<file path="src/hw/panel_pkg.sv">
// panel package: geometry of the 32x16 matrix, rgb565 pixel format and framebuffer addressing
`default_nettype none

package panel_pkg;

	// panel scanned as two halves of 8 rows
	localparam int panel_cols = 32;
	localparam int half_rows  = 8;
	localparam int num_planes = 4;

	// word address is row * 32 + col, rows 0 to 15
	typedef logic [$clog2(panel_cols * half_rows * 2)-1:0] fb_addr_t;

	// rgb565, red in the top bits
	typedef struct packed {
		logic [4:0] red;
		logic [5:0] green;
		logic [4:0] blue;
	} pixel_t;

	// scan counters
	typedef logic [$clog2(panel_cols)-1:0] col_t;
	typedef logic [$clog2(half_rows)-1:0]  row_t;
	typedef logic [$clog2(num_planes)-1:0] plane_t;

	// plane p shows red bit p+1, green bit p+2, blue bit p+1

endpackage

`default_nettype wire

</file>
<file path="src/hw/link_pkg.sv">
// host link package: command bytes, frame lengths and the display enable register layout
`default_nettype none

package link_pkg;

	// lead bytes
	localparam logic [7:0] cmd_pixel = 8'h50;
	localparam logic [7:0] cmd_enable = 8'h45;

	// argument bytes after the lead byte
	// pixel: addr hi, addr lo, data hi, data lo
	localparam int pixel_arg_bytes  = 4;
	localparam int enable_arg_bytes = 1;

	// bit 0 red, bit 1 green, bit 2 blue
	typedef struct packed {
		logic       unused;
		logic [3:0] plane_en;
		logic [2:0] rgb_en;
	} enable_t;

	localparam enable_t enable_reset = '{unused: 1'b0, plane_en: 4'hf, rgb_en: 3'h7};

endpackage

`default_nettype wire

</file>
<file path="src/hw/fb_port_if.sv">
// framebuffer port: request/grant handshake with registered read data for one client
`timescale 1ns/1ps
`default_nettype none

interface fb_port_if;
	import panel_pkg::*;

	// client side, held until gnt
	logic     req;
	logic     we;
	fb_addr_t addr;
	pixel_t   wdata;
	// arbiter side
	// gnt is a single cycle, rdata/rvalid follow one cycle later
	logic     gnt;
	pixel_t   rdata;
	logic     rvalid;

	modport client (
		output req, we, addr, wdata,
		input  gnt, rdata, rvalid
	);

	modport arbiter (
		input  req, we, addr, wdata,
		output gnt, rdata, rvalid
	);

endinterface

`default_nettype wire

</file>
<file path="src/hw/cmd_parser.sv">
// command parser: decodes host "P" and "E" frames into framebuffer writes and display enables
`timescale 1ns/1ps
`default_nettype none

module cmd_parser (
	input  logic              clk_root,
	input  logic              rst,
	input  logic              byte_valid,
	input  logic [7:0]        byte_data,
	fb_port_if.client         fb,
	output link_pkg::enable_t enables
);
	import panel_pkg::*;
	import link_pkg::*;

	typedef enum logic [1:0] {st_idle, st_pixel, st_enable} state_t;

	state_t     state;
	logic [2:0] arg_cnt;
	// assembly regs, kept apart from fb.addr/wdata while a write waits
	logic       addr_hi;
	logic [7:0] addr_lo;
	logic [7:0] data_hi;

	// write port only
	assign fb.we = fb.req;

	always_ff @(posedge clk_root) begin
		if (rst) begin
			state   <= st_idle;
			arg_cnt <= '0;
			fb.req  <= 1'b0;
			enables <= enable_reset;
		end else begin
			// drop req once the arbiter takes it
			if (fb.gnt)
				fb.req <= 1'b0;
			if (byte_valid) begin
				case (state)
					st_idle: begin
						arg_cnt <= '0;
						// unknown lead bytes are ignored
						if (byte_data == cmd_pixel)
							state <= st_pixel;
						else if (byte_data == cmd_enable)
							state <= st_enable;
					end
					st_pixel: begin
						arg_cnt <= arg_cnt + 1'b1;
						if (arg_cnt == 3'(pixel_arg_bytes - 1)) begin
							fb.req <= 1'b1;
							state  <= st_idle;
						end
					end
					default: begin
						arg_cnt <= arg_cnt + 1'b1;
						if (arg_cnt == 3'(enable_arg_bytes - 1)) begin
							enables <= enable_t'(byte_data);
							state   <= st_idle;
						end
					end
				endcase
			end
		end
	end

	// payload capture, address taken modulo 512
	always_ff @(posedge clk_root) begin
		if (byte_valid && state == st_pixel) begin
			case (arg_cnt[1:0])
				2'd0: addr_hi <= byte_data[0];
				2'd1: addr_lo <= byte_data;
				2'd2: data_hi <= byte_data;
				default: begin
					fb.addr  <= fb_addr_t'({addr_hi, addr_lo});
					fb.wdata <= pixel_t'({data_hi, byte_data});
				end
			endcase
		end
	end

endmodule

`default_nettype wire

</file>
<file path="src/flat_wrapper.sv">
// flat-port wrapper written by rule: the top's interface ports become plain ports
module cmd_parser_flat import panel_pkg::*; import link_pkg::*;
  (clk_root, rst, byte_valid, byte_data, enables, fb_req, fb_we, fb_addr, fb_wdata, fb_gnt, fb_rdata, fb_rvalid);
  fb_port_if fb_i ();
  input  logic clk_root;
  input  logic rst;
  input  logic byte_valid;
  input  logic [7:0] byte_data;
  output link_pkg::enable_t enables;
  output wire logic [$bits(fb_i.req)-1:0] fb_req;
  output wire logic [$bits(fb_i.we)-1:0] fb_we;
  output wire logic [$bits(fb_i.addr)-1:0] fb_addr;
  output wire logic [$bits(fb_i.wdata)-1:0] fb_wdata;
  input wire logic [$bits(fb_i.gnt)-1:0] fb_gnt;
  input wire logic [$bits(fb_i.rdata)-1:0] fb_rdata;
  input wire logic [$bits(fb_i.rvalid)-1:0] fb_rvalid;
  assign fb_req = fb_i.req;
  assign fb_we = fb_i.we;
  assign fb_addr = fb_i.addr;
  assign fb_wdata = fb_i.wdata;
  assign fb_i.gnt = fb_gnt;
  assign fb_i.rdata = fb_rdata;
  assign fb_i.rvalid = fb_rvalid;
  cmd_parser u_core (.clk_root(clk_root), .rst(rst), .byte_valid(byte_valid), .byte_data(byte_data), .fb(fb_i), .enables(enables));
endmodule
</file>
<file path="config.mk">
export PLATFORM = sky130hd
export DESIGN_NAME = cmd_parser_flat
export DESIGN_NICKNAME = d
export VERILOG_FILES = /design/src/hw/panel_pkg.sv /design/src/hw/link_pkg.sv /design/src/hw/fb_port_if.sv /design/src/hw/cmd_parser.sv /design/src/flat_wrapper.sv
export SDC_FILE = /design/constraint.sdc
export NUM_CORES = 1
export LEC_CHECK = 0
export ABC_AREA = 1
export BUFFER_PORTS_ARGS = -buffer_cell sky130_fd_sc_hd__clkbuf_2
export CAP_MARGIN = 25
export CORE_UTILIZATION = 50
export CTS_CLUSTER_SIZE = 14
export DETAILED_ROUTE_END_ITERATION = 10
export GPL_TIMING_DRIVEN = 1
export PLACE_DENSITY_LB_ADDON = 0.1
export SLEW_MARGIN = 10
export SYNTH_ARGS = -nofsm -noshare
export SYNTH_HDL_FRONTEND = slang
export SYNTH_SLANG_ARGS = --single-unit
export TNS_END_PERCENT = 30
</file>
<file path="constraint.sdc">
create_clock -name clk_root -period 4.85 [get_ports clk_root]
set_input_delay 0.2425 -clock clk_root [delete_from_list [all_inputs] [get_ports clk_root]]
set_output_delay 0.2425 -clock clk_root [all_outputs]
set_load 0.05 [all_outputs]
</file>
**Yosys cells after proc, flatten, opt, wreduce, memory -nomap -nowiden**

Cells that the tools add are included.
Widths: inputs -> output; s select.

- Add/subtract/negate cells: 1
- Equality and inequality tests: 8
- Multiplexer cells: 10
- Bitwise gates (word level): 2
- Reduce and logical (&&, ||, !) cells: 13

Operators with widths:

| operator | count |
|---|---|
| $eq 8x7->1 const B | 2 |
| $mux 2 | 4 |
| $reduce_and 2->1 | 4 |
| $eq 2x1->1 const B | 2 |
| $logic_not 2->1 | 2 |
| $mux 1 | 4 |
| $pmux 2 s2 | 1 |
| $reduce_and 4->1 | 1 |
| $add 3x1->3 const B | 1 |
| $eq 3x2->1 const B | 1 |
| $logic_not 3->1 | 1 |
| $mux 3 | 1 |
| $ne 3x1->1 const B | 1 |
| $reduce_and 3->1 | 1 |
| $reduce_bool 3->1 | 1 |
| $reduce_or 3->1 | 1 |
| $eq 2x2->1 const B | 1 |
| $ne 2x1->1 const B | 1 |
| $not 1->1 | 2 |
| $reduce_or 2->1 | 1 |
| $logic_and 1x1->1 | 1 |

- Register bits after elaboration: 56
- Input port bits: 29
- Output and inout port bits: 35
- Word-level logic and storage cells: 47

**Logic depth before layout (Yosys ltp)**

Gate-level depths: netlist of run 1.

- Word-level depth: 4
- Gate-level depth with buffers: 9
- Depth with buffers taken out: 9

**Least setup slack after synthesis of run 1**

OpenSTA, ideal clock, no wires.

- Kind: flip-flop to flip-flop
- From: register u_core.state[0]
- To: register u_core.fb.addr[0], enable pin
- Setup time: 0.407 ns
- Data arrival time: 1.786 ns
- Data required time: 4.443 ns
- Path slack: 2.657 ns
- Stages on the path, launching flop included: 5
- Buffers on the path: 0
- Clock period less this slack: 2.193 ns
- Cell sequence: dfxtp_1 inv_1 nor3_1 inv_1 nor2_1

- Word-level cells in the longest chain between the ends: 3

RTL lines:

| item | line | source |
|---|---|---|
| start, declared | cmd_parser.sv:18 | `state_t state;` |
| start signal, assigned | cmd_parser.sv:30 | `state <= st_idle;` |
| start signal, assigned | cmd_parser.sv:44 | `state <= st_pixel;` |
| start signal, assigned | cmd_parser.sv:46 | `state <= st_enable;` |
| $eq 2x1->1 | cmd_parser.sv:69 | `if (byte_valid && state == st_pixel) begin` |
| $logic_and 1x1->1 | cmd_parser.sv:69 |  |
| $reduce_and 2->1 (no line) | - |  |
| end signal, assigned | cmd_parser.sv:75 | `fb.addr <= fb_addr_t'({addr_hi, addr_lo});` |
| end, declared | fb_port_if.sv:20 | `output req, we, addr, wdata,` |

Every way passes these cells.
A chain may end at the register's enable or synchronous reset.

**Final worst setup path of run 1**

- From: register u_core.state[0]
- To: register u_core.addr_lo[6], enable pin

- Word-level cells in the longest chain between the ends: 3

RTL lines:

| item | line | source |
|---|---|---|
| $eq 2x1->1 | cmd_parser.sv:69 |  |
| $logic_and 1x1->1 | cmd_parser.sv:69 |  |
| $reduce_and 2->1 (no line) | - |  |
| end signal, assigned | cmd_parser.sv:72 | `2'd1: addr_lo <= byte_data;` |
| end, declared | cmd_parser.sv:22 | `logic [7:0] addr_lo;` |

Every way passes these cells.

==> impl_metrics.csv, run 1 <==
group,metric,value,unit
run_status,status,"complete, no violations",
place,gp_congestion,0.7526,
routing,post-route-drc-count,0,
cts,cts_setup_buffers,0,
worst_hold_path,holdPathStages,1,
worst_setup_path,required,4.79,ns
floorplanning,initial_utilization,53.82,%
layout,antenna_cells,0,
layout,design_area,2430,sq um
place,port_buffers,46,
layout,final_cells,249,
grt,grt_max_degree,21,
worst_setup_path,path_max_fanout,8,
floorplanning,core_area,3771,sq um
timing,timing.fmax,573.0,MHz
layout,final.fill_count,302,
worst_setup_path,reg2reg_from,"u_core.state[0]",
layout,drive_gt1_share,31.34,%
worst_hold_path,min_from,"byte_data[7]",
worst_setup_path,start_kind,"flip-flop",
timing,slew_headroom,53.49,%
power_and_ir_drop,swShare,18.74,%
power_and_ir_drop,p_int,0.6694,mW
floorplanning,dieArea,4318,sq um
timing,period_minus_slack,1.745,ns
yosys,synthCells,148,
layout,mostFrequentLayoutCells,"clkbuf_2 (46), edfxtp_1 (42), nand2_1 (24)",
grt,track_usage,15.43,%
worst_setup_path,arrival,1.69,ns
yosys,syn_area_per_cell,13.71,sq um
routing,drt_wl_total,3015,um
yosys,syn_area,2029,sq um
floorplanning,rows,22,
power_and_ir_drop,p_switching,0.1544,mW
cts,numClockSinks,56,
timing,timing.hold.ws,0.1787,ns
timing,fin_setup_tns,0,ns
grt,grt_pass1_vias,1122,
timing,drv_slew,0,
layout,fin_util,64.43,%
grt,overflow,0,
routing,wire_per_inst,12.11,um
cts,clk_latency,0.30,ns
floorplanning,pin_count,64,
cts,cts_max_level,2,
cts,tritoncts,"yes",
place,dpl.hpwl,2305,um
worst_setup_path,crit_path_end_kind,"flip-flop",
layout,nets,235,
yosys,post_synth_num_cell_types,20,
worst_setup_path,reg2reg_depth,4,
routing,drtPass1Iterations,4,
worst_setup_path,regToRegSetupSlack,3.10,ns
flow_run,drv_cap,0,
routing,drt_iter0_markers,51,
cts,clk_pin_slew,0.09,ns
grt,antenna_found_initial,0,
timing,fin_skew,0.003451,ns
power_and_ir_drop,seqPwrFrac,62.1,%
timing,hold_violations,0,
power_and_ir_drop,clockPowerShare,35.8,%
timing,rsz0062_at_grt,"no",
power_and_ir_drop,p_leak,0.9890,nW
cts,cts_buffers,5,
timing,setup_violations,0,
timing,finalCritPeriodShare,35.98,%
place,pre_cts_ws,3.102,ns
routing,ant_nets,0,
cts,cts-resized-gates,0,
grt,grt_pass1_wl,4954,um
layout,final_common_cell,"clkbuf_2",
worst_hold_path,hold_path_class,"primary input to flip-flop",
worst_setup_path,path_class,"flip-flop to flip-flop",
routing,routed_via_density,4.787,
place,placed_area,2318,sq um
cts,cts_hold_buf,0,
floorplanning,dieHeight,65.71,um
timing,max_slew.worst_pin.slew,0.6951,ns
power_and_ir_drop,peakVddDrop,0.2190,mV
yosys,yosysWarnings,0,
power_and_ir_drop,power_frac_comb,2.2,%
floorplanning,die_width,65.71,um
place,dp_cells,241,
yosys,synth_seq_cells,56,
layout,syn_to_final_growth,19.73,%
cts,cts-root-buf,"clkbuf_8",
power_and_ir_drop,power,0.8237,mW
worst_setup_path,r2r-end,"u_core.addr_lo[6]",
yosys,ys_seq_area_share,75.96,%
worst_hold_path,holdPathEnd,"u_core.data_hi[7]",
power_and_ir_drop,power_density,339.0,nW/um^2
cts,cts_max_path_buffers,2,
timing,worst_slack,3.105,ns
routing,vias,1192,
yosys,syn_nets,183,
==> worst max-delay path by stage <==
stage / depth (start not counted) / end / slack (ns) / from
6_report: 4 / u_core.addr_lo[6] / 3.10 / u_core.state[0]
5_1_grt: 4 / u_core.addr_lo[7] / 2.96 / u_core.state[0]
4_1_cts: 4 / u_core.addr_lo[7] / 3.10 / u_core.state[0]
3_5_place_dp: 5 / u_core.addr_lo[3] / 3.10 / byte_valid
3_3_place_gp: 5 / u_core.fb.wdata[1] / 2.79 / byte_valid
2_1_floorplan: 4 / u_core.fb.addr[0] / 2.66 / u_core.state[0]
==> cell type report <==
cell class	instances	area [sq um]	share of cell area (%)
Multi-Input combinational cell	68	389.1	16.01
Inverter	22	82.58	3.399
Clock buffer	5	68.82	2.832
Tap cell	48	60.06	2.472
Clock inverter	3	42.54	1.751
Timing Repair Buffer	47	245.2	10.09
Sequential cell	56	1541	63.44
==> metal layers <==
layer	vias up	GRT usage (%)	share of wire, %
li1	601	-	-
met1	555	19.86	45
met2	33	25.26	49
met3	3	4.167	5.8
met4	0	4.891	1.0
met5	-	0	0
==> Yosys cell counts, drive strengths merged <==
| cell type | count | area [sq um] |
|---|---|---|
| buf | 2 | 18.77 |
| nor3 | 1 | 5.000 |
| o21ai | 1 | 5.000 |
| nand2 | 25 | 96.35 |
| nand4 | 1 | 6.260 |
| a21oi | 6 | 30.03 |
| inv | 21 | 78.83 |
| edfxtp | 42 | 1261 |
| ha | 6 | 75.07 |
| clkinv | 1 | 3.750 |
| dfxtp | 14 | 280.3 |
| nand3 | 7 | 45.04 |
| nor2 | 15 | 78.82 |
| a211oi | 1 | 7.510 |
| o211ai | 5 | 37.54 |
==> sequential cells by signal (all words and copies together), names as in the netlist <==
name and cells:
u_core.state 2, u_core.arg_cnt 3, u_core.enables 8, u_core.addr_hi 1
u_core.fb.wdata 16, u_core.fb.req 1, u_core.fb.addr 9, u_core.data_hi 8
u_core.addr_lo 8
==> critical path, stage by stage (launching register included) <==
cell and delay, ns:
dfxtp_1 0.40, inv_1 0.06, nor3_1 0.24, inv_1 0.13, nor2_1 0.55
==> power by group through the flow <==
stage          clock (mW)  combinational, mW  sequential [mW]
2_1_floorplan           0            0.00621            0.523
3_3_place_gp            0             0.0172            0.522
3_5_place_dp            0             0.0179            0.522
4_1_cts             0.301             0.0180            0.511
5_1_grt             0.321             0.0198            0.511
6_report            0.295             0.0179            0.511
==> cells by family after synthesis <==
group,Yosys count,synth area share [%]
adder cells (fa/ha/maj),6,3.699
AO/OA/AOI/OAI,13,3.946
flip-flops,56,75.96
buffers and inverters,24,4.994
AND/OR/NAND/NOR,49,11.41
(Power assumes the default switching activity.)
==> run 2: changes to the inputs <==
--- a/config.mk
+++ b/config.mk
@@ -8,7 +8,7 @@
 export ABC_AREA = 1
 export BUFFER_PORTS_ARGS = -buffer_cell sky130_fd_sc_hd__clkbuf_2
 export CAP_MARGIN = 25
-export CORE_UTILIZATION = 50
+export CORE_UTILIZATION = 49
 export CTS_CLUSTER_SIZE = 14
 export DETAILED_ROUTE_END_ITERATION = 10
 export GPL_TIMING_DRIVEN = 1
==> constraint.sdc (replaced) <==
create_clock -name clk_root -period 1.82 [get_ports clk_root]
set_input_delay 0.091 -clock clk_root [delete_from_list [all_inputs] [get_ports clk_root]]
set_output_delay 0.091 -clock clk_root [all_outputs]
set_load 0.05 [all_outputs]
==> impl_metrics.csv, run 2 (synthesis gave the netlist of run 1 again) <==
group,metric,value,unit
run_status,status,"complete, no violations",
power_and_ir_drop,seqPwrFrac,66.3,%
flow_run,drv_cap,0,
layout,top_regs,"u_core.fb.wdata: 16 flops, u_core.fb.addr: 9 flops",
cts,numClockSinks,56,
power_and_ir_drop,peakVddDrop,0.4035,mV
timing,timing.fmax,662.6,MHz
layout,final_common_cell,"clkbuf_2",
timing,finalCritPeriodShare,82.92,%
floorplanning,dieHeight,66.36,um
place,gp_congestion,0.7951,
layout,nets,237,
grt,grt_pass1_vias,1098,
floorplanning,initial_utilization,50.74,%
grt,grt_max_degree,26,
routing,ant_nets,0,
cts,cts_setup_buffers,0,
cts,clk_latency,0.30,ns
cts,cts_hold_buf,0,
timing,max_slew.worst_pin.slew,0.2861,ns
timing,timing.hold.ws,0.02961,ns
power_and_ir_drop,p_switching,0.4050,mW
routing,post-route-drc-count,0,
layout,antenna_cells,0,
cts,cts_max_path_buffers,2,
timing,slew_headroom,81.01,%
floorplanning,die_width,66.36,um
grt,antenna_found_initial,0,
worst_setup_path,path_class,"flip-flop to flip-flop",
floorplanning,core_area,4000,sq um
cts,cts-root-buf,"clkbuf_8",
floorplanning,rows,23,
worst_setup_path,path_max_fanout,13,
timing,worst_slack,0.3109,ns
worst_setup_path,crit_path_end_kind,"flip-flop",
timing,drv_slew,0,
routing,wire_per_inst,12.30,um
cts,cts_buffers,5,
routing,routed_via_density,4.660,
timing,setup_violations,0,
worst_setup_path,required,2.01,ns
power_and_ir_drop,swShare,19.71,%
power_and_ir_drop,power_frac_comb,2.3,%
layout,mostFrequentLayoutCells,"clkbuf_2 (46), edfxtp_1 (42), nand2_1 (24)",
timing,hold_violations,0,
timing,rsz0062_at_grt,"no",
cts,tritoncts,"yes",
layout,fin_util,60.74,%
layout,top_register,"u_core.fb.wdata",
worst_setup_path,regToRegSetupSlack,0.31,ns
place,pre_cts_ws,0.3361,ns
routing,drtPass1Iterations,4,
routing,drt_iter0_markers,65,
power_and_ir_drop,p_leak,0.9865,nW
layout,drive_gt1_share,32.02,%
timing,period_minus_slack,1.509,ns
power_and_ir_drop,power_density,845.8,nW/um^2
layout,final.fill_count,334,
worst_setup_path,start_kind,"flip-flop",
routing,vias,1179,
floorplanning,dieArea,4403,sq um
power_and_ir_drop,clockPowerShare,31.4,%
grt,track_usage,15.30,%
layout,largest_reg_flops,16,
layout,syn_to_final_growth,19.73,%
floorplanning,pin_count,64,
routing,drt_wl_total,3111,um
timing,fin_setup_tns,0,ns
timing,fin_skew,0.005985,ns
grt,overflow,0,
worst_setup_path,arrival,1.70,ns
worst_hold_path,hold_path_class,"primary input to flip-flop",
place,dpl.hpwl,2237,um
cts,cts-resized-gates,0,
place,port_buffers,46,
cts,cts_max_level,2,
grt,grt_pass1_wl,4850,um
power_and_ir_drop,p_int,1.650,mW
cts,clk_pin_slew,0.09,ns
run 2: critical path: stages, from the launching register on:
cell and delay, ns:
dfxtp_1 0.44, inv_1 0.09, ha_1 0.19, inv_1 0.11
nor2_4 0.06, nand3_2 0.20, inv_2 0.08, o21ai_0 0.17
a21oi_1 0.06
run 2: worst paths after layout:
kind,from,endpoint,depth (start not counted)
worst max-delay path,u_core.arg_cnt[0],u_core.enables[7],8
worst max register to register,u_core.arg_cnt[0],u_core.enables[7],8
worst min register to register,u_core.addr_lo[6],u_core.fb.addr[6],0
worst min-delay path,byte_data[3],u_core.addr_lo[3],1
run 2: power by group through the flow:
| stage | Sequential (mW) | Clock (mW) | Combinational [mW] |
|---|---|---|---|
| CTS | 1.36 | 0.669 | 0.0477 |
| global placement | 1.39 | 0 | 0.0461 |
| finish | 1.36 | 0.646 | 0.0473 |
| global route | 1.36 | 0.719 | 0.0533 |
| detailed placement | 1.39 | 0 | 0.0475 |
| floorplan | 1.39 | 0 | 0.0165 |
run 2: area by class of cell:
| type | instances | area [sq um] | area share (%) |
|---|---|---|---|
| clock buffers | 6 | 72.57 | 2.987 |
| clock inverters | 2 | 16.27 | 0.6694 |
| inverters | 22 | 82.58 | 3.399 |
| multi-input cells | 68 | 389.1 | 16.01 |
| flip-flops and latches | 56 | 1541 | 63.44 |
| well taps | 50 | 62.56 | 2.575 |
| repair buffers | 49 | 265.3 | 10.92 |
run 2: routing by layer:
layer  vias to the layer above  wire length [um]  GRT usage (%)
li1                        604                 -              -
met1                       539              1382          17.73
met4                         0                56          7.979
met2                        31              1539          26.02
met5                         -                 0              0
met3                         5               132          3.793
run 2: through the flow:
| stage | area [sq um] | instances | power (mW) |
|---|---|---|---|
| 6_report | 2430 | 253 | 2.055 |
| 3_3_place_gp | 2341 | 245 | 1.438 |
| 3_5_place_dp | 2341 | 245 | 1.439 |
| 4_1_cts | 2430 | 253 | 2.079 |
| 5_1_grt | 2430 | 253 | 2.134 |
| 2_1_floorplan | 2032 | 148 | 1.409 |
==> run 3: changes to the inputs <==
--- a/config.mk
+++ b/config.mk
@@ -8,7 +8,7 @@
 export ABC_AREA = 1
 export BUFFER_PORTS_ARGS = -buffer_cell sky130_fd_sc_hd__clkbuf_2
 export CAP_MARGIN = 25
-export CORE_UTILIZATION = 49
+export CORE_UTILIZATION = 45
 export CTS_CLUSTER_SIZE = 14
 export DETAILED_ROUTE_END_ITERATION = 10
 export GPL_TIMING_DRIVEN = 1
==> constraint.sdc (replaced) <==
create_clock -name clk_root -period 1.33 [get_ports clk_root]
set_input_delay 0.0665 -clock clk_root [delete_from_list [all_inputs] [get_ports clk_root]]
set_output_delay 0.0665 -clock clk_root [all_outputs]
set_load 0.05 [all_outputs]
==> impl_metrics.csv, run 3 (synthesis gave the netlist of run 1 again) <==
group,metric,value,unit
power_and_ir_drop,power_frac_comb,2.7,%
timing,rsz0062_at_grt,"yes",
cts,cts_max_path_buffers,2,
worst_setup_path,start_kind,"flip-flop",
run_status,violations,"hold timing, setup timing",
worst_setup_path,arrival,1.57,ns
routing,vias,1269,
place,pre_cts_ws,-0.1512,ns
layout,final_common_cell,"clkbuf_2",
floorplanning,rows,24,
layout,design_area,2686,sq um
timing,fin_skew,0.003561,ns
layout,top_regs,"u_core.fb.wdata: 16 flops, u_core.fb.addr: 9 flops",
floorplanning,die_width,69.16,um
floorplanning,dieArea,4782,sq um
run_status,status,"finished with violations",
timing,finalCritPeriodShare,100.5,%
layout,mostFrequentLayoutCells,"clkbuf_2 (46), edfxtp_1 (42), nand2_1 (17)",
worst_setup_path,cp_num_buf_inv,2,
layout,largest_reg_flops,16,
worst_setup_path,crit_chain,"buf_6 -> ha_4 -> ha_4 -> inv_2 -> nand3_2 -> nand2_2 -> nor2_4 -> nand2_2 -> nand3_2 -> a21oi_2",
layout,final_cells,271,
cts,numClockSinks,56,
cts,clk_pin_slew,0.09,ns
routing,post-route-drc-count,0,
grt,antenna_found_initial,0,
power_and_ir_drop,seqPwrFrac,66.3,%
floorplanning,core_area,4354,sq um
cts,cts_max_level,2,
power_and_ir_drop,peakVddDrop,0.5087,mV
routing,ant_nets,0,
place,dpl.hpwl,2514,um
timing,slew_headroom,81.20,%
grt,grt_pass1_vias,1247,
cts,clk_latency,0.30,ns
worst_setup_path,cp_top_family,"flip-flops",
routing,routed_via_density,4.683,
place,dp_cells,258,
worst_setup_path,crit_path_end_kind,"flip-flop",
timing,drv_slew,0,
place,gp_congestion,0.7410,
routing,wire_per_inst,12.87,um
floorplanning,pin_count,64,
floorplanning,dieHeight,69.16,um
timing,setup_violations,5,
worst_setup_path,path_max_fanout,5,
worst_setup_path,slowest_delay,0.35,ns
power_and_ir_drop,swShare,20.01,%
floorplanning,initial_utilization,46.61,%
power_and_ir_drop,p_int,2.248,mW
timing,hold_violations,1,
cts,tritoncts,"yes",
power_and_ir_drop,p_switching,0.5623,mW
layout,drive_gt1_share,47.95,%
place,port_buffers,46,
worst_setup_path,path_class,"flip-flop to flip-flop",
power_and_ir_drop,power_density,1046,nW/um^2
routing,drt_iter0_markers,109,
worst_setup_path,crit_slowest_cell,"dfxtp_2",
timing,worst_slack,-0.007203,ns
cts,cts_buffers,5,
power_and_ir_drop,clockPowerShare,30.9,%
layout,antenna_cells,0,
routing,drtPass1Iterations,4,
grt,overflow,0,
flow_run,drv_cap,0,
grt,grt_pass1_wl,6016,um
grt,track_usage,16.26,%
place,placed_area,2439,sq um
power_and_ir_drop,power,2.810,mW
layout,syn_to_final_growth,32.37,%
timing,timing.hold.ws,-0.0008327,ns
layout,top_register,"u_core.fb.wdata",
worst_setup_path,required,1.57,ns
timing,period_minus_slack,1.337,ns
layout,nets,254,
timing,max_slew.worst_pin.slew,0.2832,ns
timing,timing.fmax,747.8,MHz
routing,drt_wl_total,3487,um
cts,cts-root-buf,"clkbuf_8",
grt,grt_max_degree,26,
worst_hold_path,hold_path_class,"primary input to flip-flop",
power_and_ir_drop,p_leak,1.077,nW
## run 3: cell types whose count changed in the layout (fill, tap and decap cells not counted), moves of 2 or more
cell and change:
nor2_1 -2, inv_1 -5, nand2_1 -7, nor2_4 +2
nand2_2 +7, buf_6 +7, ha_1 -3, dfxtp_2 +4
ha_4 +3, dfxtp_1 -4, buf_4 +9, inv_2 +4
## run 3: routing by layer
| layer | GRT usage (%) | wire, um |
|---|---|---|
| met5 | 0 | 0 |
| met2 | 26.75 | 1737 |
| met4 | 6.349 | 55 |
| met3 | 4.678 | 146 |
| met1 | 20.26 | 1548 |
## run 3: final cells by class
class                           instances  area, sq um
Multi-Input combinational cell         68        486.7
Clock inverter                          2        12.51
Timing Repair Buffer                   66        421.7
Clock buffer                            5        68.82
Fill cell                             341         1668
Sequential cell                        56         1546
Inverter                               22        85.08
Tap cell                               52        65.06
## run 3: worst paths after layout
kind | start | end | slack [ns] | depth (start not counted)
worst max-delay path | u_core.arg_cnt[0] | u_core.state[0] | -0.007 | 10
worst min-delay path | rst | u_core.state[0] | -0.0008 | 2
worst max register to register | u_core.arg_cnt[0] | u_core.state[0] | -0.007 | 10
worst min register to register | u_core.data_hi[4] | u_core.fb.wdata[12] | 0.42 | 0
## run 3: per-stage QoR
| step | hold slack (ns) | TNS [ns] | utilization (%) |
|---|---|---|---|
| 5_1_grt | 0.004192 | -2.146 | 61.70 |
| 4_1_cts | 0.0008483 | -0.1063 | 60.95 |
| 2_1_floorplan | 0.1282 | -2.931 | - |
| 6_report | -0.0008327 | -0.02400 | 61.70 |
| 3_3_place_gp | 0.3143 | -0.8659 | 56.01 |
| 3_5_place_dp | 0.3208 | -3.178 | 56.01 |
## run 3: power groups by stage
stage	clock (mW)	combinational [mW]	sequential, mW
after floorplan	0	0.0229	1.91
after global placement	0	0.0709	1.90
after detailed placement	0	0.0711	1.90
after CTS	0.900	0.0753	1.86
after global routing	0.973	0.0857	1.86
final	0.870	0.0770	1.86
## run 3: what timing repair did
item                       in CTS  in global routing
setup buffers                   5                  1
gates resized for setup        26                  9
gates cloned                    0                  0
hold endpoints to repair        0                  3
hold buffers                    0                  1
pin swaps                      13                  6
setup endpoints to repair      50                 51
